$ cat src/hdl/vga_pkg.sv
// VGA frame-buffer shared types
// Core request and response words, raster position
// and video output bundles used across both clock domains

package vga_pkg;

    // ==============================
    // Core side
    // ==============================

    // Word address width on the core bus
    localparam int CORE_ADDR_W = 30;

    // Single-cycle request strobe from the core
    typedef struct packed {
        logic                   valid;
        logic                   we;
        logic [CORE_ADDR_W-1:0] addr;
        logic [31:0]            data;
        logic [3:0]             byteena;
    } core_req_t;

    // Read response, one per read request
    typedef struct packed {
        logic        valid;
        // Address fell outside the frame buffer
        logic        err;
        logic [31:0] data;
    } core_rsp_t;

    // ==============================
    // Display side
    // ==============================

    // Raster position plus syncs, all in one cycle
    typedef struct packed {
        logic [15:0] x;
        logic [15:0] y;
        logic        de;
        logic        hsync_n;
        logic        vsync_n;
    } raster_t;

    // Registered video outputs
    typedef struct packed {
        logic hsync_n;
        logic vsync_n;
        logic de;
        logic pixel;
    } video_t;

endpackage

$ cat src/hdl/vga_pixel_fetch.sv
// VGA pixel fetcher
// Reads one frame-buffer word per 32 pixels and shifts it out,
// bit 0 leftmost, with syncs and de delayed to stay aligned

`timescale 1ns/1ps

module vga_pixel_fetch #(
    parameter int   H_ACTIVE  = 640,
    parameter int   MEM_WORDS = 9600,
    localparam int  ADDR_W    = $clog2(MEM_WORDS)
) (
    input  logic                clock_b,
    input  logic                arst_n,
    input  vga_pkg::raster_t    raster,
    output logic [ADDR_W-1:0]   address_b,
    input  logic [31:0]         q_b,
    output vga_pkg::video_t     video
);

    // Words per line, H_ACTIVE is a multiple of 32
    localparam int WORDS_PER_LINE = H_ACTIVE / 32;

    logic        fetch;
    logic [31:0] word_idx;

    // Delay stage, matches the RAM read latency
    logic        fetch_q;
    logic        de_q;
    logic        hsync_n_q;
    logic        vsync_n_q;

    logic [31:0] shift_q;
    logic        pixel_next;

    // ==============================
    // Word address
    // ==============================

    // New word at every 32-pixel boundary of the active area
    assign fetch = raster.de && (raster.x[4:0] == 5'd0);

    // y * words per line + x / 32
    assign word_idx = 32'(raster.y) * 32'(WORDS_PER_LINE) + 32'(raster.x[15:5]);

    // Idle address outside fetch cycles
    assign address_b = fetch ? word_idx[ADDR_W-1:0] : '0;

    // ==============================
    // Delay stage
    // ==============================
    always_ff @(posedge clock_b or negedge arst_n) begin
        if (!arst_n) begin
            fetch_q   <= 1'b0;
            de_q      <= 1'b0;
            hsync_n_q <= 1'b1;
            vsync_n_q <= 1'b1;
        end else begin
            fetch_q   <= fetch;
            de_q      <= raster.de;
            hsync_n_q <= raster.hsync_n;
            vsync_n_q <= raster.vsync_n;
        end
    end

    // ==============================
    // Shift register
    // ==============================

    // Pixel data only, no reset
    always_ff @(posedge clock_b) begin
        if (fetch_q) begin
            // Bit 0 goes out now, keep the rest
            shift_q <= {1'b0, q_b[31:1]};
        end else if (de_q) begin
            shift_q <= {1'b0, shift_q[31:1]};
        end
    end

    // Fresh word takes the first bit directly from the RAM
    assign pixel_next = fetch_q ? q_b[0] : shift_q[0];

    // ==============================
    // Video output
    // ==============================
    always_ff @(posedge clock_b or negedge arst_n) begin
        if (!arst_n) begin
            video <= '{hsync_n: 1'b1, vsync_n: 1'b1, de: 1'b0, pixel: 1'b0};
        end else begin
            video.hsync_n <= hsync_n_q;
            video.vsync_n <= vsync_n_q;
            video.de      <= de_q;
            // Blank outside the active area
            video.pixel   <= de_q & pixel_next;
        end
    end

endmodule

$ cat config.mk
export PLATFORM = sky130hd
export DESIGN_NAME = vga_pixel_fetch
export DESIGN_NICKNAME = d
export VERILOG_FILES = /design/src/hdl/vga_pkg.sv /design/src/hdl/vga_pixel_fetch.sv
export SDC_FILE = /design/constraint.sdc
export NUM_CORES = 1
export LEC_CHECK = 0
export ABC_AREA = 1
export BUFFER_PORTS_ARGS = -buffer_cell sky130_fd_sc_hd__buf_2
export CELL_PAD_IN_SITES_DETAIL_PLACEMENT = 1
export CELL_PAD_IN_SITES_GLOBAL_PLACEMENT = 2
export CORE_AREA = 2 2 79 119
export CTS_CLUSTER_DIAMETER = 120
export CTS_CLUSTER_SIZE = 20
export DETAILED_ROUTE_END_ITERATION = 10
export DIE_AREA = 0 0 81 121
export GPL_TIMING_DRIVEN = 0
export PLACE_DENSITY = 0.81
export SYNTH_ARGS = -nofsm -noshare
export SYNTH_HDL_FRONTEND = slang
export SYNTH_SLANG_ARGS = --single-unit
export TNS_END_PERCENT = 30
$ cat constraint.sdc
create_clock -name clock_b -period 5.01 [get_ports clock_b]
set_input_delay 0.2505 -clock clock_b [delete_from_list [all_inputs] [get_ports clock_b]]
set_output_delay 0.2505 -clock clock_b [all_outputs]
set_load 0.02 [all_outputs]
==> qor.csv <==
metric,value,unit
CTS tree,yes,
Clock Latency Late Sink,0.28,ns
clock transition at the registers of the reported paths,0.05,ns
Synth cell types,24,
CP Max Fanout,4,
clock skew,0.00351,ns
worst slew pin tran,0.759,ns
RSZ-0062 raised after global routing,false,
clk sinks,39,
RR Endpoint,shift_q[24]$_DFFE_PP_,
max-cap viol count,0,
Area Growth Syn to Fin,27.6,%
# setup viols final,0,
Initial Utilization,29.7,%
Chip Height,121,um
Worst EP required,4.76,ns
CTS resizes,0,
Die X,81,um
hpwl dp,5480,um
Max Transition Viols Final,0,
hold crit path type,input pin to flip-flop,
setup TNS,0,ns
Placement Setup Slack,1.74,ns
Yosys reg bits,39,
Congestion Overflow GR,0,
Syn Area/Cell,7.89,um^2
Cell Rows,42,
number of buffers created by CTS,5,
reg-to-reg setup timing slack,3.39,ns
Max Buffers Root-to-Sink,2,
PD cells,293,nW/um^2
"Setup Fix Bufs, Post-CTS",0,
core footprint,8720,um^2
final WL,6660,um
startpoint types,input pin,
hold_buf cts,1,
antenna violations before repair,0,
I/O pin total,87,
Crit. End Element,output port,
Syn Inst Count,329,
post-route DRC violation count,0,
synthesized area,2590,um^2
Fmax,310,MHz
register area share after synthesis,43.8,%
DP Area,3140,um^2
number of global-route vias before repair,2517,
Placer Congestion,0.777,
1st-iter DRT viols,59,
Tcrit/Tclk final,64.3,%
WL/cell,12.6,um
Yosys warning total,0,
layout cells sized above 1,23.2,%
"Design Area, Final",3310,um^2
pin count of the biggest net entering global routing,32,
VDD IR max,0.000174,V
drt via density,4.59,
clock tree root buffer cell,clkbuf_16,
Pleak,1.79,nW
Layout Nets,517,
min-delay src,raster[1],
endpoints failing hold,0,
first-pass GRT wire length,11200,um
Setup crit start,raster[4],
Cells after DPL,521,
outcome,completed,
WS Path Type,input pin to output port,
worst setup margin,1.79,ns
GRT Overall Usage,14.6,%
antenna-violating nets left,0,
DRT Pass-1 Iters,3,
Buffers on Ports,82,
Setup crit end,address_b[12],
slew margin rel.,49.4,%
Reg2Reg Depth,2,
syn_nets,427,
worst r2r src,fetch_q$_DFF_PN0_,
Die ar.,9800,um^2
CTS HTree Levels,2,
Tmin final,3.22,ns
via count,2427,
number of diodes,0,
WP data arrival,2.97,ns
Final Instance Count excl. Fillers,529,
==> cell usage after synthesis <==
cell type  count  area, um^2
nand2_1      150         563
inv_1         33         124
edfxtp_1      31         931
ha_1          27         338
nor2_1        24        90.1
a21oi_1       13        65.1
nand3_1        9        45.0
clkbuf_1       7        26.3
o21ai_0        6        30.0
dfrtp_1        4         100
dfstp_2        4         105
xor2_1         4        35.0
a31oi_1        2        12.5
fa_1           2        40.0
nand3b_1       2        15.0
nor2_2         2        12.5
xnor2_1        2        17.5
a21o_1         1        7.51
and3_1         1        6.26
buf_2          1        5.00
nand2_2        1        6.26
nand4_1        1        6.26
o21bai_1       1        7.51
or2_2          1        6.26
==> logic make-up after synthesis <==
logic type	Yosys count	synth area share, %
compound gates	23	4.73
buf+inv	41	5.98
fa+ha+maj	29	14.6
simple gates	191	28.9
xor+xnor	6	2.03
flops	39	43.8
==> final cells by class <==
type                       count  area, um^2
buffer                         8        31.3
clock buffer                   6         129
clock inverter                 1        30.0
fill                        1127        5410
inverter                      33         124
multi-input combinational    249        1300
sequential                    39        1140
tap                          110         138
timing repair buffer          83         420
==> layout by cell type (no fill, tap or decap), types with 2 or more instances in the layout <==
cell / n
dfrtp_1: 4
clkbuf_1: 8
fa_1: 2
edfxtp_1: 31
a21oi_1: 13
nor2_2: 2
dfstp_2: 4
a31oi_1: 2
xnor2_1: 2
buf_2: 83
nand3_1: 9
xor2_1: 4
nor2_1: 24
o21ai_0: 6
inv_1: 33
ha_1: 27
nand2_1: 150
nand3b_1: 2
clkbuf_16: 5
==> per-layer routing <==
layer | up-vias | track usage (%) | part of all wire [%]
li1 | 1225 | - | -
met3 | 11 | 2.90 | 5.3
met5 | - | 0 | 0
met2 | 61 | 27.0 | 53
met1 | 1130 | 15.7 | 39
met4 | 0 | 5.61 | 2.1
==> state kept, by name (all words and copies together), names as in the netlist <==
| register | count |
|---|---|
| de_q | 1 |
| video | 4 |
| shift_q | 31 |
| hsync_n_q | 1 |
| vsync_n_q | 1 |
| fetch_q | 1 |
==> worst max-delay path, cell delays in order <==
cell	delay, ns
buf_2	0.13
ha_1	0.29
ha_1	0.22
fa_1	0.41
nand2_1	0.08
nand2_1	0.11
nand2_1	0.10
xnor2_1	0.08
ha_1	0.34
nand2_1	0.08
nor2_1	0.10
nand2_1	0.06
nand3_1	0.11
nand2_1	0.08
nand2_1	0.07
nand2_1	0.07
nand2_1	0.06
nand2_1	0.04
nor2_1	0.11
buf_2	0.18
==> power by group <==
part | internal, mW | switching, mW | total, mW
sequential | 0.374 | 0.00517 | 0.379
clock | 0.232 | 0.116 | 0.348
combinational | 0.0969 | 0.147 | 0.244
total | 0.703 | 0.269 | 0.972
==> how the worst min path moves through the flow <==
stage                                      to  slack [ns]  cells after the start
after floorplan                de_q$_DFF_PN0_       -0.05                      0
after global placement     video[1]$_DFF_PN0_        0.10                      1
after detailed placement   video[1]$_DFF_PN0_        0.11                      1
after CTS                 hsync_n_q$_DFF_PN1_        0.06                      1
after global routing      hsync_n_q$_DFF_PN1_        0.06                      1
final                     hsync_n_q$_DFF_PN1_        0.07                      1
==> through the flow <==
stage               hold WS (ns)  power (mW)  util (%)
floorplan                -0.0451       0.555         -
global route              0.0576        1.04      38.0
global placement           0.103       0.627      36.0
detailed placement         0.108       0.634      36.0
CTS                       0.0607       0.990      38.0
finish                    0.0691       0.972      38.0
Note: power is estimated with default switching activity, not from simulation.
