==> config.mk <==
export PLATFORM = sky130hd
export DESIGN_NAME = vga_core_port
export DESIGN_NICKNAME = d
export VERILOG_FILES = /design/src/hdl/vga_pkg.sv /design/src/hdl/vga_core_port.sv
export SDC_FILE = /design/constraint.sdc
export NUM_CORES = 1
export LEC_CHECK = 0
export BUFFER_PORTS_ARGS = -buffer_cell sky130_fd_sc_hd__buf_4
export CORE_AREA = 2 2 73 75
export CTS_BUF_LIST = sky130_fd_sc_hd__clkbuf_2
export CTS_CLUSTER_SIZE = 14
export DETAILED_ROUTE_END_ITERATION = 6
export DIE_AREA = 0 0 75 77
export PLACE_DENSITY = 0.73
export SETUP_SLACK_MARGIN = 0.5
export SLEW_MARGIN = 10
export SYNTH_ARGS = -nofsm -noshare
export SYNTH_HDL_FRONTEND = slang
export SYNTH_SLANG_ARGS = --single-unit
==> constraint.sdc <==
create_clock -name clock_a -period 1.2 [get_ports clock_a]
set_input_delay 0.12 -clock clock_a [delete_from_list [all_inputs] [get_ports clock_a]]
set_output_delay 0.12 -clock clock_a [all_outputs]
set_load 0.01 [all_outputs]
==> src/hdl/vga_pkg.sv <==
// VGA frame-buffer shared types
// Core request and response words, raster position
// and video output bundles used across both clock domains

package vga_pkg;

    // ==============================
    // Core side
    // ==============================

    // Word address width on the core bus
    localparam int CORE_ADDR_W = 30;

    // Single-cycle request strobe from the core
    typedef struct packed {
        logic                   valid;
        logic                   we;
        logic [CORE_ADDR_W-1:0] addr;
        logic [31:0]            data;
        logic [3:0]             byteena;
    } core_req_t;

    // Read response, one per read request
    typedef struct packed {
        logic        valid;
        // Address fell outside the frame buffer
        logic        err;
        logic [31:0] data;
    } core_rsp_t;

    // ==============================
    // Display side
    // ==============================

    // Raster position plus syncs, all in one cycle
    typedef struct packed {
        logic [15:0] x;
        logic [15:0] y;
        logic        de;
        logic        hsync_n;
        logic        vsync_n;
    } raster_t;

    // Registered video outputs
    typedef struct packed {
        logic hsync_n;
        logic vsync_n;
        logic de;
        logic pixel;
    } video_t;

endpackage

==> src/hdl/vga_core_port.sv <==
// VGA core port
// Registers core requests, checks them against the frame-buffer window,
// issues byte-enabled writes and returns read data two cycles later

`timescale 1ns/1ps

module vga_core_port #(
    parameter int   MEM_WORDS = 9600,
    localparam int  ADDR_W    = $clog2(MEM_WORDS)
) (
    input  logic                clock_a,
    input  logic                arst_n,
    input  vga_pkg::core_req_t  core_req,
    output logic [ADDR_W-1:0]   mem_addr,
    output logic [31:0]         mem_data,
    output logic [3:0]          mem_byteena,
    output logic                mem_wren,
    input  logic [31:0]         q_a,
    output vga_pkg::core_rsp_t  core_rsp
);

    localparam int AW = vga_pkg::CORE_ADDR_W;
    // First word past the buffer
    localparam logic [AW-1:0] WIN_END = AW'(MEM_WORDS);

    logic in_win;
    // Stage 1, request registered
    logic rd_q;
    logic err_q;
    // Stage 2, lines up with q_a
    logic rsp_valid_q;
    logic rsp_err_q;

    assign in_win = core_req.addr < WIN_END;

    // ==============================
    // Request stage
    // ==============================
    always_ff @(posedge clock_a or negedge arst_n) begin
        if (!arst_n) begin
            mem_wren <= 1'b0;
            rd_q     <= 1'b0;
            err_q    <= 1'b0;
        end else begin
            // Out-of-window writes simply vanish
            mem_wren <= core_req.valid & core_req.we & in_win;
            rd_q     <= core_req.valid & ~core_req.we;
            err_q    <= core_req.valid & ~core_req.we & ~in_win;
        end
    end

    // Write payload and address, no reset
    always_ff @(posedge clock_a) begin
        // Park out-of-window accesses on word 0 so q_a stays defined
        mem_addr    <= in_win ? core_req.addr[ADDR_W-1:0] : '0;
        mem_data    <= core_req.data;
        mem_byteena <= core_req.byteena;
    end

    // ==============================
    // Response stage
    // ==============================
    always_ff @(posedge clock_a or negedge arst_n) begin
        if (!arst_n) begin
            rsp_valid_q <= 1'b0;
            rsp_err_q   <= 1'b0;
        end else begin
            rsp_valid_q <= rd_q;
            rsp_err_q   <= err_q;
        end
    end

    // Data straight from the RAM output register
    assign core_rsp.valid = rsp_valid_q;
    assign core_rsp.err   = rsp_err_q;
    assign core_rsp.data  = rsp_err_q ? 32'd0 : q_a;

endmodule

==> out/summary.md, run 1 <==
* **actual slew at the worst max-slew pin** 0.299 ns
* **routed vias/inst** 4.45
* **initial antenna violation count** 1
* **worst rel slew slack** 80.1%
* **CTS tree** built
* **Clock H-tree levels** 2
* **flops & latches, synth** 55
* **post-layout min period** 1.55 ns
* **placed cell area** 3130 µm²
* **fraction of layout instances using a drive strength above 1** 77.7%
* **final non-filler cell total** 435
* **ranking of synthesized cells by area** dfxtp_1, nor2b_1, dfrtp_1, and3_1, and3_2
* **count of different cell masters after synthesis** 15
* **clock insertion delay at the later pin of the skew report** 0.40 ns
* **most used standard cell by instance count after synthesis** dfxtp_1
* **number of max-slew violations in the final report** 0
* **final worst-path cycle share** 129%
* **DPL Wire Length** 4800 µm
* **die footprint** 5780 µm²
* **overall track demand over capacity in global routing** 26.8%
* **routed length per placed instance** 20.2 µm
* **crit start category** register
* **largest area contributor in the netlist** dfxtp_1
* **horizontal die dimension** 75 µm
* **most instantiated cells after synthesis** dfxtp_1, nor2b_1, and3_1
* **critical path data required time** 1.08 ns
* **number of clock sinks** 55
* **Min-Delay Path Class** primary input to asynchronous set/reset pin
* **Initial Util** 31.3%
* **worst supply voltage drop on vdd** 1190 µV
* **TritonCTS Buffers** 5
* **unrepaired setup endpoints after global routing** true
* **arrival time of the worst setup path** 1.43 ns
* **sum of negative setup slack** -8.98 ns
* **violated checks** setup timing
* **ys async rst share** 9.09%
* **crit end category** output port
* **nets** 465
* **result of the run** finished, violations left
* **FF-to-FF path depth** 0
* **setup clock skew after layout** 0.000136 ns
* **remaining design rule violation count** 0
* **area share of the largest cell type after synthesis** 64.3%
* **buffer type at the clock tree root** clkbuf_2
* **cells after synthesis** 119
* **I/O Pins** 187
* **average footprint of a synthesized cell** 13.1 µm²
* **Hold Fails Final Rpt** 0
* **timing-limited maximum frequency** 647 MHz
* **gr ovfl total** 0
* **number of vias in the routed layout** 1937
* **number of buffers on the longest clock path** 2
* **Post CTS Setup Buffer Count** 0
* **number of fill cells** 270
* **max_cap viols** 0
* **power density of the placed cells** 885 nW/µm²
* **total of buffers placed on input and output ports** 186
* **number of endpoints failing setup at the final stage** 33
* **layout overhead on the synthesized area** 165%
* **final non-filler cell area** 4130 µm²
* **synthesized netlist net count** 221
* **Rows** 26
* **YS warnings** 0
* **Routed Wire Length** 8770 µm
* **minimum setup slack in the final design** -0.345 ns
* **gpl congestion** 0.804
* **clk slew on worst S/H paths** 0.22 ns
* **summed instance area of the synthesized netlist** 1560 µm²
* **floorplan core area** 4980 µm²
* **leakage power total** 2.04 nW
* **length of the first detailed-routing pass in iterations** 4
* **Post-synth EDFFs** 0
* **number of global-route vias before repair** 2093
* **worst setup path class** register to output port
* **antenna-violating nets left** 0
* **number of placed instances with taps included** 370
* **initial drt markers** 75
* **sequential area share after synthesis** 72.3%
* **largest net degree at the start of global routing** 34
* **critical path fanouts, max** 17
* **wire length of the first global-routing pass** 11000 µm
* **height of the die** 77 µm
* **Synth Flop Type** dfxtp_1
[state kept, by name (all words and copies together) (netlist names)]
signal	cells
rsp_err_q	1
mem_data	32
mem_byteena	4
rd_q	1
err_q	1
mem_wren	1
rsp_valid_q	1
mem_addr	14
[critical path, stage by stage (launching register included)]
cell	delay, ns
dfrtp_2	0.51
buf_12	0.18
nor2b_1	0.17
buf_4	0.16
[worst paths after layout]
check                                         start                    end  slack [ns]
worst max-delay path            rsp_err_q$_DFF_PN0_            core_rsp[9]       -0.35
worst min-delay path                         arst_n    rsp_err_q$_DFF_PN0_        0.08
worst max register to register      err_q$_DFF_PN0_    rsp_err_q$_DFF_PN0_        0.72
worst min register to register       rd_q$_DFF_PN0_  rsp_valid_q$_DFF_PN0_        0.38
max in group asynchronous                    arst_n    rsp_err_q$_DFF_PN0_        1.01
min in group clock_a                   core_req[49]        err_q$_DFF_PN0_        0.11
[through the flow]
step	utilization (%)	power [mW]	setup WS [ns]	hold WS (ns)
5_1_grt	83.0	3.80	-0.434	0.0143
3_5_place_dp	62.9	2.64	0.0572	-0.0763
4_1_cts	80.1	3.52	-0.276	0.0192
2_1_floorplan	-	2.15	0.270	-0.176
6_report	83.0	3.65	-0.345	0.0804
3_3_place_gp	62.9	2.63	0.124	-0.0775
[repair_timing]
item	in CTS	in global routing
pin swaps	0	4
gates resized for setup	109	25
hold endpoints to repair	58	0
hold buffers	53	0
setup endpoints to repair	85	100
gates cloned	0	3
[report_power, final]
group | switching [mW] | leakage (nW) | internal (mW)
Clock | 0.574 | 0.0333 | 0.152
Combinational | 0.338 | 1.52 | 0.631
Sequential | 0.0419 | 0.488 | 1.92
Total | 0.954 | 2.04 | 2.70
[layer usage]
metal	wire [µm]	vias up	GRT usage, %
li1	-	877	-
met1	2610	915	20.7
met2	5150	119	55.7
met3	636	26	7.10
met4	376	0	12.5
met5	0	-	0
[logic make-up (layout without fill, tap and decap cells)]
group,count (synthesis),after routing,share of synthesized area [%]
AOI/OAI and AO/OA,3,3,1.61
buffers and inverters,7,251,3.13
DFF,55,55,72.3
other,0,1,0
and+or+nand+nor,54,55,23.0
[cell type report]
| class | count | area, µm² | area share, % |
|---|---|---|---|
| Sequential cell | 55 | 1190 | 28.8 |
| Clock buffer | 6 | 30.0 | 0.727 |
| Antenna cell | 1 | 2.50 | 0.0606 |
| Multi-Input combinational cell | 58 | 564 | 13.7 |
| Clock inverter | 2 | 11.3 | 0.273 |
| Tap cell | 70 | 87.6 | 2.12 |
| Timing Repair Buffer | 243 | 2240 | 54.3 |
[placed cells by master (no fill, tap or decap), types with 2 or more instances in the layout]
cell type / instances
dlygate4sd3_1: 52
nor2b_4: 12
buf_4: 120
and3_1: 10
buf_6: 68
and3_2: 5
nor2b_1: 12
nor4_4: 4
clkbuf_2: 6
dfrtp_1: 4
dfxtp_2: 50
nor2b_2: 9
and4_4: 2
(Power assumes the default switching activity.)
==> run 2: changes to the inputs <==
Settings changed: CORE_AREA 2 2 73 75 to 2 2 72 74, DIE_AREA 0 0 75 77 to 0 0 74 76, PLACE_DENSITY 0.73 to 0.75.
Clock period 1.2 ns to 1.5 ns, I/O delays scaled along.
==> run 2 against run 1 <==
Net effect:
- the flow still finishes with violations (setup timing)
- cell count is 0.92% lower
- clock power is 26% lower
- critical path depth stayed put
- sequential cell count stayed put
- clock skew is 0.0023 ns higher
- cell area is 5.8% lower
- largest cell class unchanged
- largest power group unchanged
- highest routed layer unchanged
==> out/summary.md, run 2 (synthesized netlist as in run 1, its figures left out) <==
* **worst supply voltage drop on vdd** 654 µV
* **number of endpoints failing setup at the final stage** 1
* **post-layout min period** 1.50 ns
* **routed length per placed instance** 16.7 µm
* **sum of negative setup slack** -0.0000326 ns
* **largest net degree at the start of global routing** 34
* **overall track demand over capacity in global routing** 24.8%
* **final worst-path cycle share** 100%
* **TritonCTS Buffers** 5
* **Hold Slack** 0.196 ns
* **worst setup path class** register to output port
* **gpl congestion** 0.753
* **start of the worst register-to-register path** err_q$_DFF_PN0_
* **layout overhead on the synthesized area** 150%
* **commonest non-fill, non-tap cell in the layout** buf_4
* **remaining design rule violation count** 0
* **critical path fanouts, max** 33
* **unrepaired setup endpoints after global routing** true
* **number of flip-flops in the largest register** 32
* **Clock H-tree levels** 2
* **CP cell instances** buf_12 -> nor2b_2 -> buf_4
* **leading cell types in the layout, fill and taps excluded** buf_4, dlygate4sd3_1, buf_6, dfxtp_2, nor2b_1
* **worst min-delay path endpoint** err_q$_DFF_PN0_
* **leakage power total** 1.93 nW
* **Top Registers** mem_data (32), mem_addr (14), mem_byteena (4)
* **number of placed instances with taps included** 369
* **Worst path slowest cell** dfrtp_1
* **clk slew on worst S/H paths** 0.24 ns
* **Routed Wire Length** 7200 µm
* **critical path data required time** 1.35 ns
* **I/O Pins** 187
* **total of buffers placed on input and output ports** 186
* **floorplan core area** 4910 µm²
* **violated checks** setup timing
* **number of max-slew violations in the final report** 0
* **clock insertion delay at the later pin of the skew report** 0.42 ns
* **Buf/Inv on CP** 2
* **delay contributed by the slowest stage of the critical path** 0.45 ns
* **actual slew at the worst max-slew pin** 0.516 ns
* **result of the run** finished, violations left
* **Rows** 26
* **buffer type at the clock tree root** clkbuf_2
* **Min-Delay Startpoint** core_req[54]
* **Hold Fails Final Rpt** 0
* **setup slack of the most critical reg-to-reg path** 1.01 ns
* **worst reg2reg path endpoint** rsp_err_q$_DFF_PN0_
* **fraction of layout instances using a drive strength above 1** 73.4%
* **worst rel slew slack** 65.6%
* **final non-filler cell total** 431
* **Min-Delay Path Class** primary input to register
* **timing-limited maximum frequency** 667 MHz
* **Initial Util** 31.7%
* **number of vias in the routed layout** 1793
* **horizontal die dimension** 74 µm
* **number of buffers on the longest clock path** 2
* **max_cap viols** 0
* **gr ovfl total** 0
* **height of the die** 76 µm
* **initial drt markers** 45
* **Antenna Cells** 0
* **crit end category** output port
* **antenna-violating nets left** 0
* **number of fill cells** 297
* **nets** 462
* **number of clock sinks** 55
* **CTS tree** built
* **setup clock skew after layout** 0.00239 ns
* **routed vias/inst** 4.16
* **minimum setup slack in the final design** -0.0000326 ns
* **hold path depth** 4
* **DPL Wire Length** 4090 µm
* **length of the first detailed-routing pass in iterations** 4
* **arrival time of the worst setup path** 1.35 ns
* **CP top delay family** flip-flops
* **power density of the placed cells** 715 nW/µm²
* **number of global-route vias before repair** 1968
* **die footprint** 5620 µm²
* **wire length of the first global-routing pass** 10300 µm
* **FF-to-FF path depth** 0
* **initial antenna violation count** 0
* **register name with the most flops** mem_data
* **crit start category** register
## run 2: how the worst max path moves through the flow
| stage | startpoint | end | slack (ns) | depth (start not counted) |
|---|---|---|---|---|
| final | rsp_err_q$_DFF_PN0_ | core_rsp[25] | -0.00003 | 3 |
| after global routing | rsp_err_q$_DFF_PN0_ | core_rsp[25] | -0.10 | 3 |
| after CTS | rsp_err_q$_DFF_PN0_ | core_rsp[27] | 0.03 | 3 |
| after detailed placement | core_req[45] | mem_wren$_DFF_PN0_ | 0.21 | 4 |
| after global placement | core_req[45] | mem_wren$_DFF_PN0_ | 0.24 | 4 |
| after floorplan | core_req[58] | mem_addr[10]$_SDFF_PP0_ | 0.53 | 4 |
## run 2: cell type report
type                    instances  area, µm²  share of cell area, %
clock buffers                   6       30.0                  0.771
clock inverters                 2       7.51                  0.193
multi-input cells              57        423                   10.9
flip-flops and latches         55       1190                   30.5
well taps                      70       87.6                   2.25
repair buffers                241       2160                   55.4
## run 2: what timing repair did
action                     CTS  global route
resized for setup           83            37
hold endpoints to repair    58             4
hold buffers                53             1
buffers inserted             0             0
setup endpoints to repair   85            85
## run 2: metrics by stage
step	instance area, µm²	utilization (%)	power (mW)	setup WS [ns]
after floorplan	1560	-	1.69	0.533
after global placement	3000	61.1	2.05	0.240
after detailed placement	3000	61.1	2.06	0.211
after CTS	3820	77.7	2.74	0.0304
after global routing	3890	79.2	2.91	-0.103
final	3890	79.2	2.78	-0.0000326
## run 2: metal layers
metal / up-vias / part of all wire [%] / routed length [µm] / global-route usage (%)
li1: 865 / - / - / -
met4: 0 / 2.4 / 175 / 8.55
met3: 14 / 7.8 / 562 / 6.88
met5: - / 0 / 0 / 0
met2: 103 / 59 / 4220 / 49.6
met1: 811 / 31 / 2240 / 22.6
## run 2: report_power, final
part | internal [mW] | switching [mW] | leakage (nW)
clock network | 0.112 | 0.428 | 0.0281
registers | 1.53 | 0.0308 | 0.489
logic | 0.458 | 0.221 | 1.41
total | 2.10 | 0.679 | 1.93
## run 2: worst min-delay path, stage by stage
cell and delay, ns:
buf_4 0.08, nor4_1 0.04, and4_4 0.19, a21boi_1 0.14
