===== config.mk =====
export PLATFORM = sky130hd
export DESIGN_NAME = vga_raster_timing
export DESIGN_NICKNAME = d
export VERILOG_FILES = /design/src/hdl/vga_pkg.sv /design/src/hdl/vga_raster_timing.sv
export SDC_FILE = /design/constraint.sdc
export NUM_CORES = 1
export LEC_CHECK = 0
export ABC_AREA = 1
export BUFFER_PORTS_ARGS = -buffer_cell sky130_fd_sc_hd__clkbuf_2
export CORE_MARGIN = 8
export CORE_UTILIZATION = 61
export CTS_CLUSTER_DIAMETER = 80
export CTS_CLUSTER_SIZE = 10
export DETAILED_ROUTE_END_ITERATION = 7
export HOLD_SLACK_MARGIN = 0.1
export PLACE_DENSITY = 0.84
export REMOVE_ABC_BUFFERS = 1
export SLEW_MARGIN = 10
export SYNTH_ARGS = -nofsm -noshare
export SYNTH_HDL_FRONTEND = slang
export SYNTH_SLANG_ARGS = --single-unit

===== constraint.sdc =====
create_clock -name clock_b -period 3.45 [get_ports clock_b]
set_input_delay 0.345 -clock clock_b [delete_from_list [all_inputs] [get_ports clock_b]]
set_output_delay 0.345 -clock clock_b [all_outputs]
set_load 0.02 [all_outputs]

===== src/hdl/vga_pkg.sv =====
// VGA frame-buffer shared types
// Core request and response words, raster position
// and video output bundles used across both clock domains

package vga_pkg;

    // ==============================
    // Core side
    // ==============================

    // Word address width on the core bus
    localparam int CORE_ADDR_W = 30;

    // Single-cycle request strobe from the core
    typedef struct packed {
        logic                   valid;
        logic                   we;
        logic [CORE_ADDR_W-1:0] addr;
        logic [31:0]            data;
        logic [3:0]             byteena;
    } core_req_t;

    // Read response, one per read request
    typedef struct packed {
        logic        valid;
        // Address fell outside the frame buffer
        logic        err;
        logic [31:0] data;
    } core_rsp_t;

    // ==============================
    // Display side
    // ==============================

    // Raster position plus syncs, all in one cycle
    typedef struct packed {
        logic [15:0] x;
        logic [15:0] y;
        logic        de;
        logic        hsync_n;
        logic        vsync_n;
    } raster_t;

    // Registered video outputs
    typedef struct packed {
        logic hsync_n;
        logic vsync_n;
        logic de;
        logic pixel;
    } video_t;

endpackage


===== src/hdl/vga_raster_timing.sv =====
// VGA raster timing generator
// Horizontal and vertical counters, active-low sync pulses
// and display enable, all registered

`timescale 1ns/1ps

module vga_raster_timing #(
    parameter int H_ACTIVE = 640,
    parameter int H_FRONT  = 16,
    parameter int H_SYNC   = 96,
    parameter int H_BACK   = 48,
    parameter int V_ACTIVE = 480,
    parameter int V_FRONT  = 10,
    parameter int V_SYNC   = 2,
    parameter int V_BACK   = 33
) (
    input  logic                clock_b,
    input  logic                arst_n,
    output vga_pkg::raster_t    raster
);

    // ==============================
    // Mode constants
    // ==============================
    localparam int H_TOTAL = H_ACTIVE + H_FRONT + H_SYNC + H_BACK;
    localparam int V_TOTAL = V_ACTIVE + V_FRONT + V_SYNC + V_BACK;

    // Horizontal markers, in pixels
    localparam logic [15:0] H_ACT_END = 16'(H_ACTIVE);
    localparam logic [15:0] HS_START  = 16'(H_ACTIVE + H_FRONT);
    localparam logic [15:0] HS_END    = 16'(H_ACTIVE + H_FRONT + H_SYNC);
    localparam logic [15:0] H_LAST    = 16'(H_TOTAL - 1);

    // Vertical markers, in lines
    localparam logic [15:0] V_ACT_END = 16'(V_ACTIVE);
    localparam logic [15:0] VS_START  = 16'(V_ACTIVE + V_FRONT);
    localparam logic [15:0] VS_END    = 16'(V_ACTIVE + V_FRONT + V_SYNC);
    localparam logic [15:0] V_LAST    = 16'(V_TOTAL - 1);

    logic [15:0] h_cnt;
    logic [15:0] v_cnt;
    logic        line_end;
    logic        frame_end;
    logic        h_active;
    logic        v_active;
    logic        h_sync;
    logic        v_sync;

    assign line_end  = h_cnt == H_LAST;
    assign frame_end = v_cnt == V_LAST;

    // Region decode from the counters
    assign h_active = h_cnt < H_ACT_END;
    assign v_active = v_cnt < V_ACT_END;
    assign h_sync   = (h_cnt >= HS_START) && (h_cnt < HS_END);
    assign v_sync   = (v_cnt >= VS_START) && (v_cnt < VS_END);

    // ==============================
    // Counters
    // ==============================
    always_ff @(posedge clock_b or negedge arst_n) begin
        if (!arst_n) begin
            h_cnt <= '0;
            v_cnt <= '0;
        end else if (line_end) begin
            // Vertical steps once per line
            h_cnt <= '0;
            v_cnt <= frame_end ? '0 : v_cnt + 16'd1;
        end else begin
            h_cnt <= h_cnt + 16'd1;
        end
    end

    // Output register, one cycle behind the counters
    always_ff @(posedge clock_b or negedge arst_n) begin
        if (!arst_n) begin
            raster <= '{x: '0, y: '0, de: 1'b0, hsync_n: 1'b1, vsync_n: 1'b1};
        end else begin
            raster.x       <= h_cnt;
            raster.y       <= v_cnt;
            raster.de      <= h_active && v_active;
            raster.hsync_n <= ~h_sync;
            raster.vsync_n <= ~v_sync;
        end
    end

endmodule


==> key figures, run 1 <==
Status
  • Status: finished clean

Worst setup path
  • CP top delay family: simple AND/OR/NAND/NOR gates
  • WP buf/inv: 1
  • Crit path DAT: 1.96 ns
  • Reg2Reg Depth: 8
  • Most Frequent Cell on Critical Path: nor2_8
  • Setup CP Type: flip-flop to flip-flop
  • R2r setup slk: 1.72 ns
  • CP Cell Sequence: ha_1, nand2_2, nor2_8, nand3_4, nor2_8, inv_4, nand2_1, o21ai_1
  • Critical path depth: 8
  • Critical-path cell with the highest stage delay: dfrtp_1
  • Crit. End Element: flip-flop
  • Worst EP required: 3.67 ns
  • CP peak stage delay: 0.42 ns
  • Crit path launch type: flip-flop
  • Critical Path Fanout Max: 25

Finish
  • Final cell count without fillers: 406
  • Nets: 354
  • Area Overhead vs Synth: 15.1%
  • Fraction of layout cells with a size suffix above 1: 18.5%
  • Fin area: 3290 um2
  • # diodes: 0
  • Filler cells: 360

Detailed routing
  • DRT iter0 DRCs: 183
  • Drt drc: 0
  • DR WL/cell: 13.2 um
  • Vias per inst: 5.16
  • Number of antenna-violating nets in the routed design: 0
  • Drt pass-1 iters: 4
  • DRT Wirelength: 5360 um
  • Via count: 2093

STA
  • Fmax: 0.576 GHz
  • Tcrit/Tclk final: 50.3%
  • Worst-Margin Slew: 0.500 ns
  • Hold slack: 0.382 ns
  • Final Hold Fails: 0
  • Final Critical Period: 1.73 ns
  • Worst slew margin: 66.4%
  • Final setup violation count: 0
  • Final count of pins violating max slew: 0
  • RSZ-0062 raised after global routing: false
  • Max Clock Skew: 0.00510 ns
  • Sum Neg Setup Slack: 0 ns

Synth
  • Synthesis-stage register bit count: 67
  • Avg Inst Size Synth: 9.50 um2
  • Top-count cell post-synth: dfrtp_1
  • Synth cell types: 25
  • Mapped cell area: 2860 um2
  • Area leader, netlist: dfrtp_1
  • Seq/Total Area, Yosys: 58.7%
  • Top cells by area in the synthesized netlist: dfrtp_1 (57%), nand2_1 (8.3%), inv_1 (5.3%)
  • Number of flops mapped to enable cells by yosys: 0
  • Yosys warns: 0
  • Synth cell count leaders: dfrtp_1 (65), nand2_1 (63), inv_1 (40)
  • Synth top area share: 56.9%
  • Gate Count Post-Synth: 301
  • Asr flop ratio synth: 100%
  • Top FF cell, synth: dfrtp_1

Floorplanning
  • Core area: 4630 um2
  • Die area: 7130 um2
  • FP Rows: 25
  • Die height: 84.5 um
  • Chip Width: 84.5 um
  • # IOs: 37
  • Initial Util: 61.8%

Global route
  • First-pass GRT wire length: 9400 um
  • Vias in the first global route: 2082
  • GRT Overall Usage: 16.6%
  • Largest net degree at the start of global routing: 29
  • Global route total overflow: 0
  • Initial antenna violation count: 0

Placement
  • Routability congestion estimate: 0.903
  • DP Cell Count: 390
  • Post-DP Area: 3090 um2
  • Detailed-placement wirelength estimate: 3860 um
  • PortBufs: 36

Clock network
  • Worst-Skew Late Latency: 0.33 ns
  • Setup Fix Bufs, Post-CTS: 0
  • Clk pin slew, worst setup/hold paths: 0.07 ns
  • Root Buffer: clkbuf_8
  • H-tree levels: 3
  • CTS tree: yes
  • CTS Buf Count: 9
  • CTS Buffer Depth: 2
  • Clk sinks: 67

Pwr
  • Static Leakage: 1.75 nW
  • Cell Pwr Density: 437 nW/um2
  • Peak VDD IR: 0.292 mV

Hold path
  • Hold Path Class: flip-flop to flip-flop
  • Min-Delay Path Depth: 0

Run
  • MaxCap Viol Count: 0
layout by cell type, fill, tap and decap left out, types with 2 or more instances in the layout:
| cell type | netlist | final |
|---|---|---|
| a21oi_1 | 2 | 2 |
| nor2_1 | 36 | 36 |
| clkbuf_2 | 0 | 35 |
| inv_1 | 40 | 40 |
| ha_1 | 4 | 4 |
| nand2_1 | 63 | 63 |
| dfstp_2 | 2 | 2 |
| o21ai_0 | 8 | 8 |
| nor2_8 | 2 | 2 |
| xnor2_1 | 2 | 2 |
| buf_4 | 0 | 2 |
| o21ai_1 | 5 | 5 |
| nand4_1 | 11 | 11 |
| xor2_1 | 13 | 13 |
| nor3_1 | 10 | 10 |
| dfrtp_1 | 65 | 65 |
| nand3_1 | 23 | 23 |
| clkbuf_8 | 0 | 11 |
| nand2_2 | 3 | 3 |
| nor2_2 | 2 | 2 |
| clkbuf_1 | 0 | 2 |
metrics by stage:
stage	power [mW]	utilization, %	setup slack [ns]
3_5_place_dp	0.817	66.7	1.72
3_3_place_gp	0.817	66.7	1.82
6_report	1.44	71.1	1.72
2_1_floorplan	0.800	-	1.94
4_1_cts	1.45	71.1	1.71
5_1_grt	1.49	71.1	1.60
final timing paths:
kind	start	to
setup / recovery	h_cnt[0]	v_cnt[7]
hold / removal	h_cnt[15]	raster[34]
setup reg to reg	h_cnt[0]	v_cnt[7]
hold reg to reg	h_cnt[15]	raster[34]
max in group asynchronous	arst_n	raster[0]
min in group asynchronous	arst_n	raster[20]
registers in the layout (all words and copies together) (netlist names):
signal and cells:
h_cnt 16, raster 35, v_cnt 16
power breakdown:
part	switching, mW	total, mW	internal, mW
clock network	0.267	0.636	0.369
logic	0.0142	0.0168	0.00262
registers	0	0.786	0.786
logic make-up after synthesis:
kind of cell | count (synthesis) | share of synthesized area, %
compound gates | 16 | 2.89
xor+xnor | 15 | 4.60
fa+ha+maj | 4 | 1.75
buf+inv | 45 | 6.78
flops | 67 | 58.7
simple gates | 154 | 25.3
cell type report:
cell class	count	area [um2]	area share, %
Clock buffer	13	159	4.83
Clock inverter	2	35.0	1.06
Inverter	42	160	4.87
Multi-Input combinational cell	189	986	30.0
Sequential cell	67	1680	51.0
Tap cell	54	67.6	2.05
Timing Repair Buffer	39	205	6.23
repair_timing:
item                      4_1_cts  5_1_grt
hold endpoints to repair       11        0
gates resized for setup         0        0
hold buffers                    1        0
routing by layer:
metal  routed length, um  vias up  track usage, %
li1                    -     1046               -
met2                2680       61            27.7
met3                 346       10            4.78
met1                2220      976            18.5
met5                   0        -               0
met4                 114        0            9.71
(Power assumes the default switching activity.)
==> inputs of run 2 (changes only) <==
--- a/config.mk
+++ b/config.mk
@@ -8,12 +8,12 @@
 export ABC_AREA = 1
 export BUFFER_PORTS_ARGS = -buffer_cell sky130_fd_sc_hd__clkbuf_2
 export CORE_MARGIN = 8
-export CORE_UTILIZATION = 61
+export CORE_UTILIZATION = 57
 export CTS_CLUSTER_DIAMETER = 80
 export CTS_CLUSTER_SIZE = 10
 export DETAILED_ROUTE_END_ITERATION = 7
 export HOLD_SLACK_MARGIN = 0.1
-export PLACE_DENSITY = 0.84
+export PLACE_DENSITY = 0.79
 export REMOVE_ABC_BUFFERS = 1
 export SLEW_MARGIN = 10
 export SYNTH_ARGS = -nofsm -noshare
==> constraint.sdc (replaced) <==
create_clock -name clock_b -period 1.8 [get_ports clock_b]
set_input_delay 0.18 -clock clock_b [delete_from_list [all_inputs] [get_ports clock_b]]
set_output_delay 0.18 -clock clock_b [all_outputs]
set_load 0.02 [all_outputs]
==> key figures, run 2 (synthesis results as in run 1) <==
Clock network
  • CTS Buffer Depth: 2 (unchanged)
  • H-tree levels: 3 (unchanged)
  • CTS tree: yes
  • Worst-Skew Late Latency: 0.35 ns (+0.02 ns)
  • CTS resizes: 0 (unchanged)
  • CTS Buf Count: 9 (unchanged)
  • Clk sinks: 67 (unchanged)
  • Root Buffer: clkbuf_8
  • Clk pin slew, worst setup/hold paths: 0.07 ns (about the same)

Finish
  • # diodes: 0 (unchanged)
  • Largest Register: raster
  • Area Overhead vs Synth: 17.9%
  • Number of flip-flops in the largest register: 35 (unchanged)
  • Fraction of layout cells with a size suffix above 1: 19.4% (+0.97 points)
  • Final cell count without fillers: 422 (+3.9%)
  • Post-layout util: 70.4% (-0.70 points)
  • Nets: 356 (+0.56%)
  • Largest regs: raster: 35 flops, h_cnt: 16 flops, v_cnt: 16 flops
  • Commonest non-fill, non-tap cell in the layout: dfrtp_1
  • Leading cell types in the layout, fill and taps excluded: dfrtp_1 (65), nand2_1 (63), inv_1 (40)
  • Fin area: 3370 um2 (+2.4%)

Detailed routing
  • DRT Wirelength: 5350 um (-0.26%)
  • DRT iter0 DRCs: 99 (-46%)
  • Via count: 2110 (+0.81%)
  • Drt drc: 0 (unchanged)
  • DR WL/cell: 12.7 um (-4.0%)
  • Vias per inst: 5.00 (-3.0%)
  • Drt pass-1 iters: 4 (unchanged)
  • Number of antenna-violating nets in the routed design: 0 (unchanged)

Pwr
  • Sw power: 571 uW (+100%)
  • Internal Power: 2.37 mW (+100%)
  • Cell Pwr Density: 871 nW/um2 (+99%)
  • Flop pwr share: 51.3% (-3.3 points)
  • Final Power: 2.94 mW (+100%)
  • Peak VDD IR: 0.623 mV (+110%)
  • Clk pwr share: 47.6% (+3.4 points)
  • Static Leakage: 1.78 nW (+1.7%)
  • Combinational share of power: 1.2% (about the same)
  • Sw frac: 19.4% (-0.13 points)

Floorplanning
  • FP Rows: 25 (unchanged)
  • Chip Width: 86.8 um (+2.8%)
  • # IOs: 37 (unchanged)
  • Initial Util: 59.7% (-2.0 points)
  • Core area: 4790 um2 (+3.4%)
  • Die height: 86.8 um (+2.8%)
  • Die area: 7540 um2 (+5.7%)

Global route
  • Vias in the first global route: 2035 (-2.3%)
  • Global route total overflow: 0 (unchanged)
  • Initial antenna violation count: 0 (unchanged)
  • First-pass GRT wire length: 9010 um (-4.1%)
  • Largest net degree at the start of global routing: 68 (+130%)
  • GRT Overall Usage: 15.4% (-1.3 points)

Worst setup path
  • R2r setup slk: 0.13 ns (-1.59 ns)
  • Critical Path Fanout Max: 6 (-76%)
  • Crit path DAT: 1.90 ns (-0.06 ns)
  • Worst EP required: 2.02 ns (-1.65 ns)
  • Setup CP Type: flip-flop to flip-flop
  • Most Frequent Cell on Critical Path: nand2_1
  • Crit path launch type: flip-flop
  • CP top delay family: simple AND/OR/NAND/NOR gates
  • WP buf/inv: 0 (-1)
  • CP Cell Sequence: ha_1, nand3_1, nor2_1, nand3_1, nand2_1, nand2_1, nand2_1, o21ai_0
  • Critical-path cell with the highest stage delay: dfrtp_1
  • CP peak stage delay: 0.45 ns (+0.03 ns)
  • Crit. End Element: flip-flop

Status
  • Status: finished clean

Placement
  • Worst slack, placed: 0.123 ns (-1.60 ns)
  • PortBufs: 36 (unchanged)
  • Detailed-placement wirelength estimate: 3770 um (-2.5%)
  • Routability congestion estimate: 0.884 (-2.1%)
  • DP Cell Count: 405 (+3.8%)
  • Post-DP Area: 3130 um2 (+1.4%)

STA
  • Hold slack: 0.389 ns (+0.00696 ns)
  • PnR worst setup slack: 0.125 ns (-1.59 ns)
  • RSZ-0062 raised after global routing: false
  • Worst slew margin: 77.0% (+11 points)
  • Worst-Margin Slew: 0.342 ns (-0.158 ns)
  • Final Hold Fails: 0 (unchanged)
  • Final setup violation count: 0 (unchanged)
  • Tcrit/Tclk final: 93.0% (+43 points)
  • Final Critical Period: 1.67 ns (-0.0600 ns)
  • Max Clock Skew: 0.00869 ns (+0.00359 ns)
  • Fmax: 0.597 GHz (+3.6%)
  • Sum Neg Setup Slack: 0 ns (unchanged)
  • Final count of pins violating max slew: 0 (unchanged)

Run
  • MaxCap Viol Count: 0 (unchanged)

Hold path
  • Hold Path Class: input port to asynchronous set/reset pin
-- run 2: area by class of cell --
| type | count | area [um2] |
|---|---|---|
| Clock inverter | 4 | 72.6 |
| Inverter | 42 | 160 |
| Fill cell | 362 | 1420 |
| Timing Repair Buffer | 41 | 233 |
| Multi-Input combinational cell | 189 | 986 |
| Tap cell | 67 | 83.8 |
| Sequential cell | 67 | 1680 |
| Clock buffer | 12 | 155 |
-- run 2: tightest hold or removal path, delay by kind of cell --
kind / cells / cell delay, ns
buffers and inverters: 3 / 0.95
-- run 2: layer usage --
| metal | global-route usage (%) | part of all wire, % | vias up |
|---|---|---|---|
| li1 | - | - | 1049 |
| met1 | 17.4 | 43 | 989 |
| met2 | 24.8 | 49 | 60 |
| met3 | 4.35 | 6.8 | 12 |
| met4 | 10.2 | 1.9 | 0 |
| met5 | 0 | 0 | - |
-- run 2: repair_timing --
item                                   4_1_cts  5_1_grt
hold buffers                                 1        0
buffers inserted                             0        0
endpoints found under the hold margin       65        0
setup endpoints to repair                    0        1
-- run 2: worst paths after layout --
check / startpoint / cells past startpoint / to
worst max-delay path: v_cnt[0] / 8 / v_cnt[14]
worst min-delay path: arst_n / 3 / raster[24]
worst max register to register: v_cnt[0] / 8 / v_cnt[14]
worst min register to register: h_cnt[15] / 0 / raster[34]
max in group asynchronous: arst_n / 3 / raster[1]
min in group clock_b: h_cnt[15] / 0 / raster[34]
-- run 2: power by group through the flow --
stage                     registers (mW)  clock network [mW]   logic (mW)
after floorplan                     1.53                   0  0.000000580
after global placement              1.53                   0       0.0345
after detailed placement            1.53                   0       0.0350
after CTS                           1.51                1.41       0.0366
after global routing                1.50                1.46       0.0410
final                               1.51                1.40       0.0340
==> inputs of run 3 (changes only) <==
--- a/config.mk
+++ b/config.mk
@@ -8,13 +8,14 @@
 export ABC_AREA = 1
 export BUFFER_PORTS_ARGS = -buffer_cell sky130_fd_sc_hd__clkbuf_2
 export CORE_MARGIN = 8
-export CORE_UTILIZATION = 57
+export CORE_UTILIZATION = 46
 export CTS_CLUSTER_DIAMETER = 80
 export CTS_CLUSTER_SIZE = 10
 export DETAILED_ROUTE_END_ITERATION = 7
 export HOLD_SLACK_MARGIN = 0.1
-export PLACE_DENSITY = 0.79
+export PLACE_DENSITY = 0.68
 export REMOVE_ABC_BUFFERS = 1
+export SKIP_CTS_REPAIR_TIMING = 1
 export SLEW_MARGIN = 10
 export SYNTH_ARGS = -nofsm -noshare
 export SYNTH_HDL_FRONTEND = slang
==> constraint.sdc (replaced) <==
create_clock -name clock_b -period 1.5 [get_ports clock_b]
set_input_delay 0.15 -clock clock_b [delete_from_list [all_inputs] [get_ports clock_b]]
set_output_delay 0.15 -clock clock_b [all_outputs]
set_load 0.02 [all_outputs]
==> key figures, run 3 (synthesis results as in run 1) <==
Global route
  • Global route total overflow: 0 (unchanged)
  • Initial antenna violation count: 0 (unchanged)
  • Vias in the first global route: 2239 (+10%)
  • GRT Overall Usage: 15.2% (-0.14 points)
  • First-pass GRT wire length: 10500 um (+16%)
  • Largest net degree at the start of global routing: 28 (-59%)

Floorplanning
  • Die area: 8990 um2 (+19%)
  • Die height: 94.8 um (+9.2%)
  • Initial Util: 48.0% (-12 points)
  • Core area: 5960 um2 (+24%)
  • Chip Width: 94.8 um (+9.2%)
  • # IOs: 37 (unchanged)
  • FP Rows: 28 (+12%)

Finish
  • Number of flip-flops in the largest register: 35 (unchanged)
  • Nets: 378 (+6.2%)
  • Largest Register: raster
  • Area occupied by multi-input gates: 1050 um2 (+6.7%)
  • Fraction of layout cells with a size suffix above 1: 28.4% (+8.9 points)
  • Largest regs: raster: 35 flops, h_cnt: 16 flops, v_cnt: 16 flops
  • Area Overhead vs Synth: 28.3%
  • Register area: 1680 um2 (+0.22%)
  • Fin area: 3670 um2 (+8.9%)
  • Filler cells: 500 (+38%)
  • # diodes: 0 (unchanged)
  • Leading cell types in the layout, fill and taps excluded: nand2_1 (62), dfrtp_1 (62), inv_1 (37)

STA
  • Final count of pins violating max slew: 0 (unchanged)
  • Final setup violation count: 0 (unchanged)
  • PnR worst setup slack: 0.101 ns (-0.0238 ns)
  • Max Clock Skew: 0.00964 ns (+0.000953 ns)
  • RSZ-0062 raised after global routing: true
  • Tcrit/Tclk final: 93.2% (+0.19 points)
  • Final Critical Period: 1.40 ns (-0.276 ns)
  • Fmax: 0.715 GHz (+20%)
  • Worst slew margin: 63.0% (-14 points)
  • Worst-Margin Slew: 0.556 ns (+0.214 ns)
  • Final Hold Fails: 0 (unchanged)
  • Sum Neg Setup Slack: 0 ns (unchanged)

Clock network
  • Worst-Skew Late Latency: 0.35 ns (about the same)
  • Clk sinks: 67 (unchanged)
  • CTS tree: yes
  • Root Buffer: clkbuf_8
  • Clk pin slew, worst setup/hold paths: 0.07 ns (about the same)
  • CTS Buffer Depth: 2 (unchanged)
  • CTS Buf Count: 9 (unchanged)
  • H-tree levels: 3 (unchanged)

Status
  • Status: finished clean

Worst setup path
  • CP Cell Sequence: ha_4, nand2_4, nor2_8, nand3_4, nor2_8, buf_6, nand4_1, nand2_1
  • Critical Path Fanout Max: 6 (unchanged)
  • Most Frequent Cell on Critical Path: nor2_8
  • Setup crit start: h_cnt[1]
  • Critical-path cell with the highest stage delay: dfrtp_1
  • CP top delay family: simple AND/OR/NAND/NOR gates
  • Worst r2r src: h_cnt[1]
  • Worst EP required: 1.78 ns (-0.24 ns)
  • Setup CP Type: flip-flop to flip-flop
  • WP buf/inv: 1 (+1)
  • Crit path launch type: flip-flop
  • Crit. End Element: flip-flop
  • CP peak stage delay: 0.40 ns (-0.05 ns)
  • Crit path DAT: 1.68 ns (-0.22 ns)

Detailed routing
  • DR WL/cell: 13.2 um (+4.3%)
  • DRT Wirelength: 5980 um (+12%)
  • Number of antenna-violating nets in the routed design: 0 (unchanged)
  • Vias per inst: 4.90 (-2.0%)
  • Drt pass-1 iters: 4 (unchanged)
  • Drt drc: 0 (unchanged)
  • Via count: 2215 (+5.0%)
  • DRT iter0 DRCs: 111 (+12%)

Placement
  • PortBufs: 36 (unchanged)
  • Detailed-placement wirelength estimate: 4160 um (+10%)
  • Worst slack, placed: 0.0421 ns (-0.0811 ns)
  • Post-DP Area: 3300 um2 (+5.3%)
  • Routability congestion estimate: 0.886 (+0.18%)

Pwr
  • Static Leakage: 1.93 nW (+8.4%)
  • Peak VDD IR: 0.727 mV (+17%)
  • Cell Pwr Density: 1040 nW/um2 (+20%)

Run
  • MaxCap Viol Count: 0 (unchanged)

Hold path
  • Hold Path Class: input port to asynchronous set/reset pin
## run 3: per-stage QoR
stage / hold WS (ns) / instances / utilization [%] / power, mW
2_1_floorplan: -0.146 / 298 / - / 1.84
3_3_place_gp: 0.160 / 432 / 55.4 / 1.89
3_5_place_dp: 0.166 / 432 / 55.4 / 1.89
4_1_cts: -0.214 / 448 / 59.8 / 3.87
5_1_grt: 0.364 / 452 / 61.6 / 3.97
6_report: 0.328 / 452 / 61.6 / 3.82
## run 3: layout make-up
| class | instances | share of cell area, % |
|---|---|---|
| sequential | 67 | 45.9 |
| multi-input combinational | 190 | 28.7 |
| timing repair buffer | 62 | 11.3 |
| inverter | 42 | 4.37 |
| clock inverter | 6 | 3.75 |
| clock buffer | 10 | 3.48 |
| tap | 75 | 2.56 |
## run 3: worst paths after layout
path,to,slack (ns),cells past startpoint
max in group asynchronous,raster[1],0.61,3
min,raster[21],0.33,2
min reg2reg,raster[34],0.39,0
max reg2reg,v_cnt[9],0.10,8
max,v_cnt[9],0.10,8
min in group clock_b,raster[34],0.39,0
## run 3: worst reg2reg max path: stages (launching register included)
cell and delay (ns):
dfrtp_1 0.40, ha_4 0.16, nand2_4 0.07, nor2_8 0.10
nand3_4 0.11, nor2_8 0.18, buf_6 0.15, nand4_1 0.09
nand2_1 0.07
## run 3: report_power, final
part / total, mW / switching, mW / internal [mW]
Clock: 1.97 / 0.693 / 1.28
Combinational: 0.0481 / 0.0351 / 0.0130
Sequential: 1.81 / 0 / 1.81
Total: 3.82 / 0.728 / 3.10
## run 3: routing by layer
metal / global-route usage (%) / wire length, um
met4: 5.46 / 116
met3: 6.51 / 434
met1: 17.2 / 2440
met2: 25.2 / 2980
met5: 0 / 0
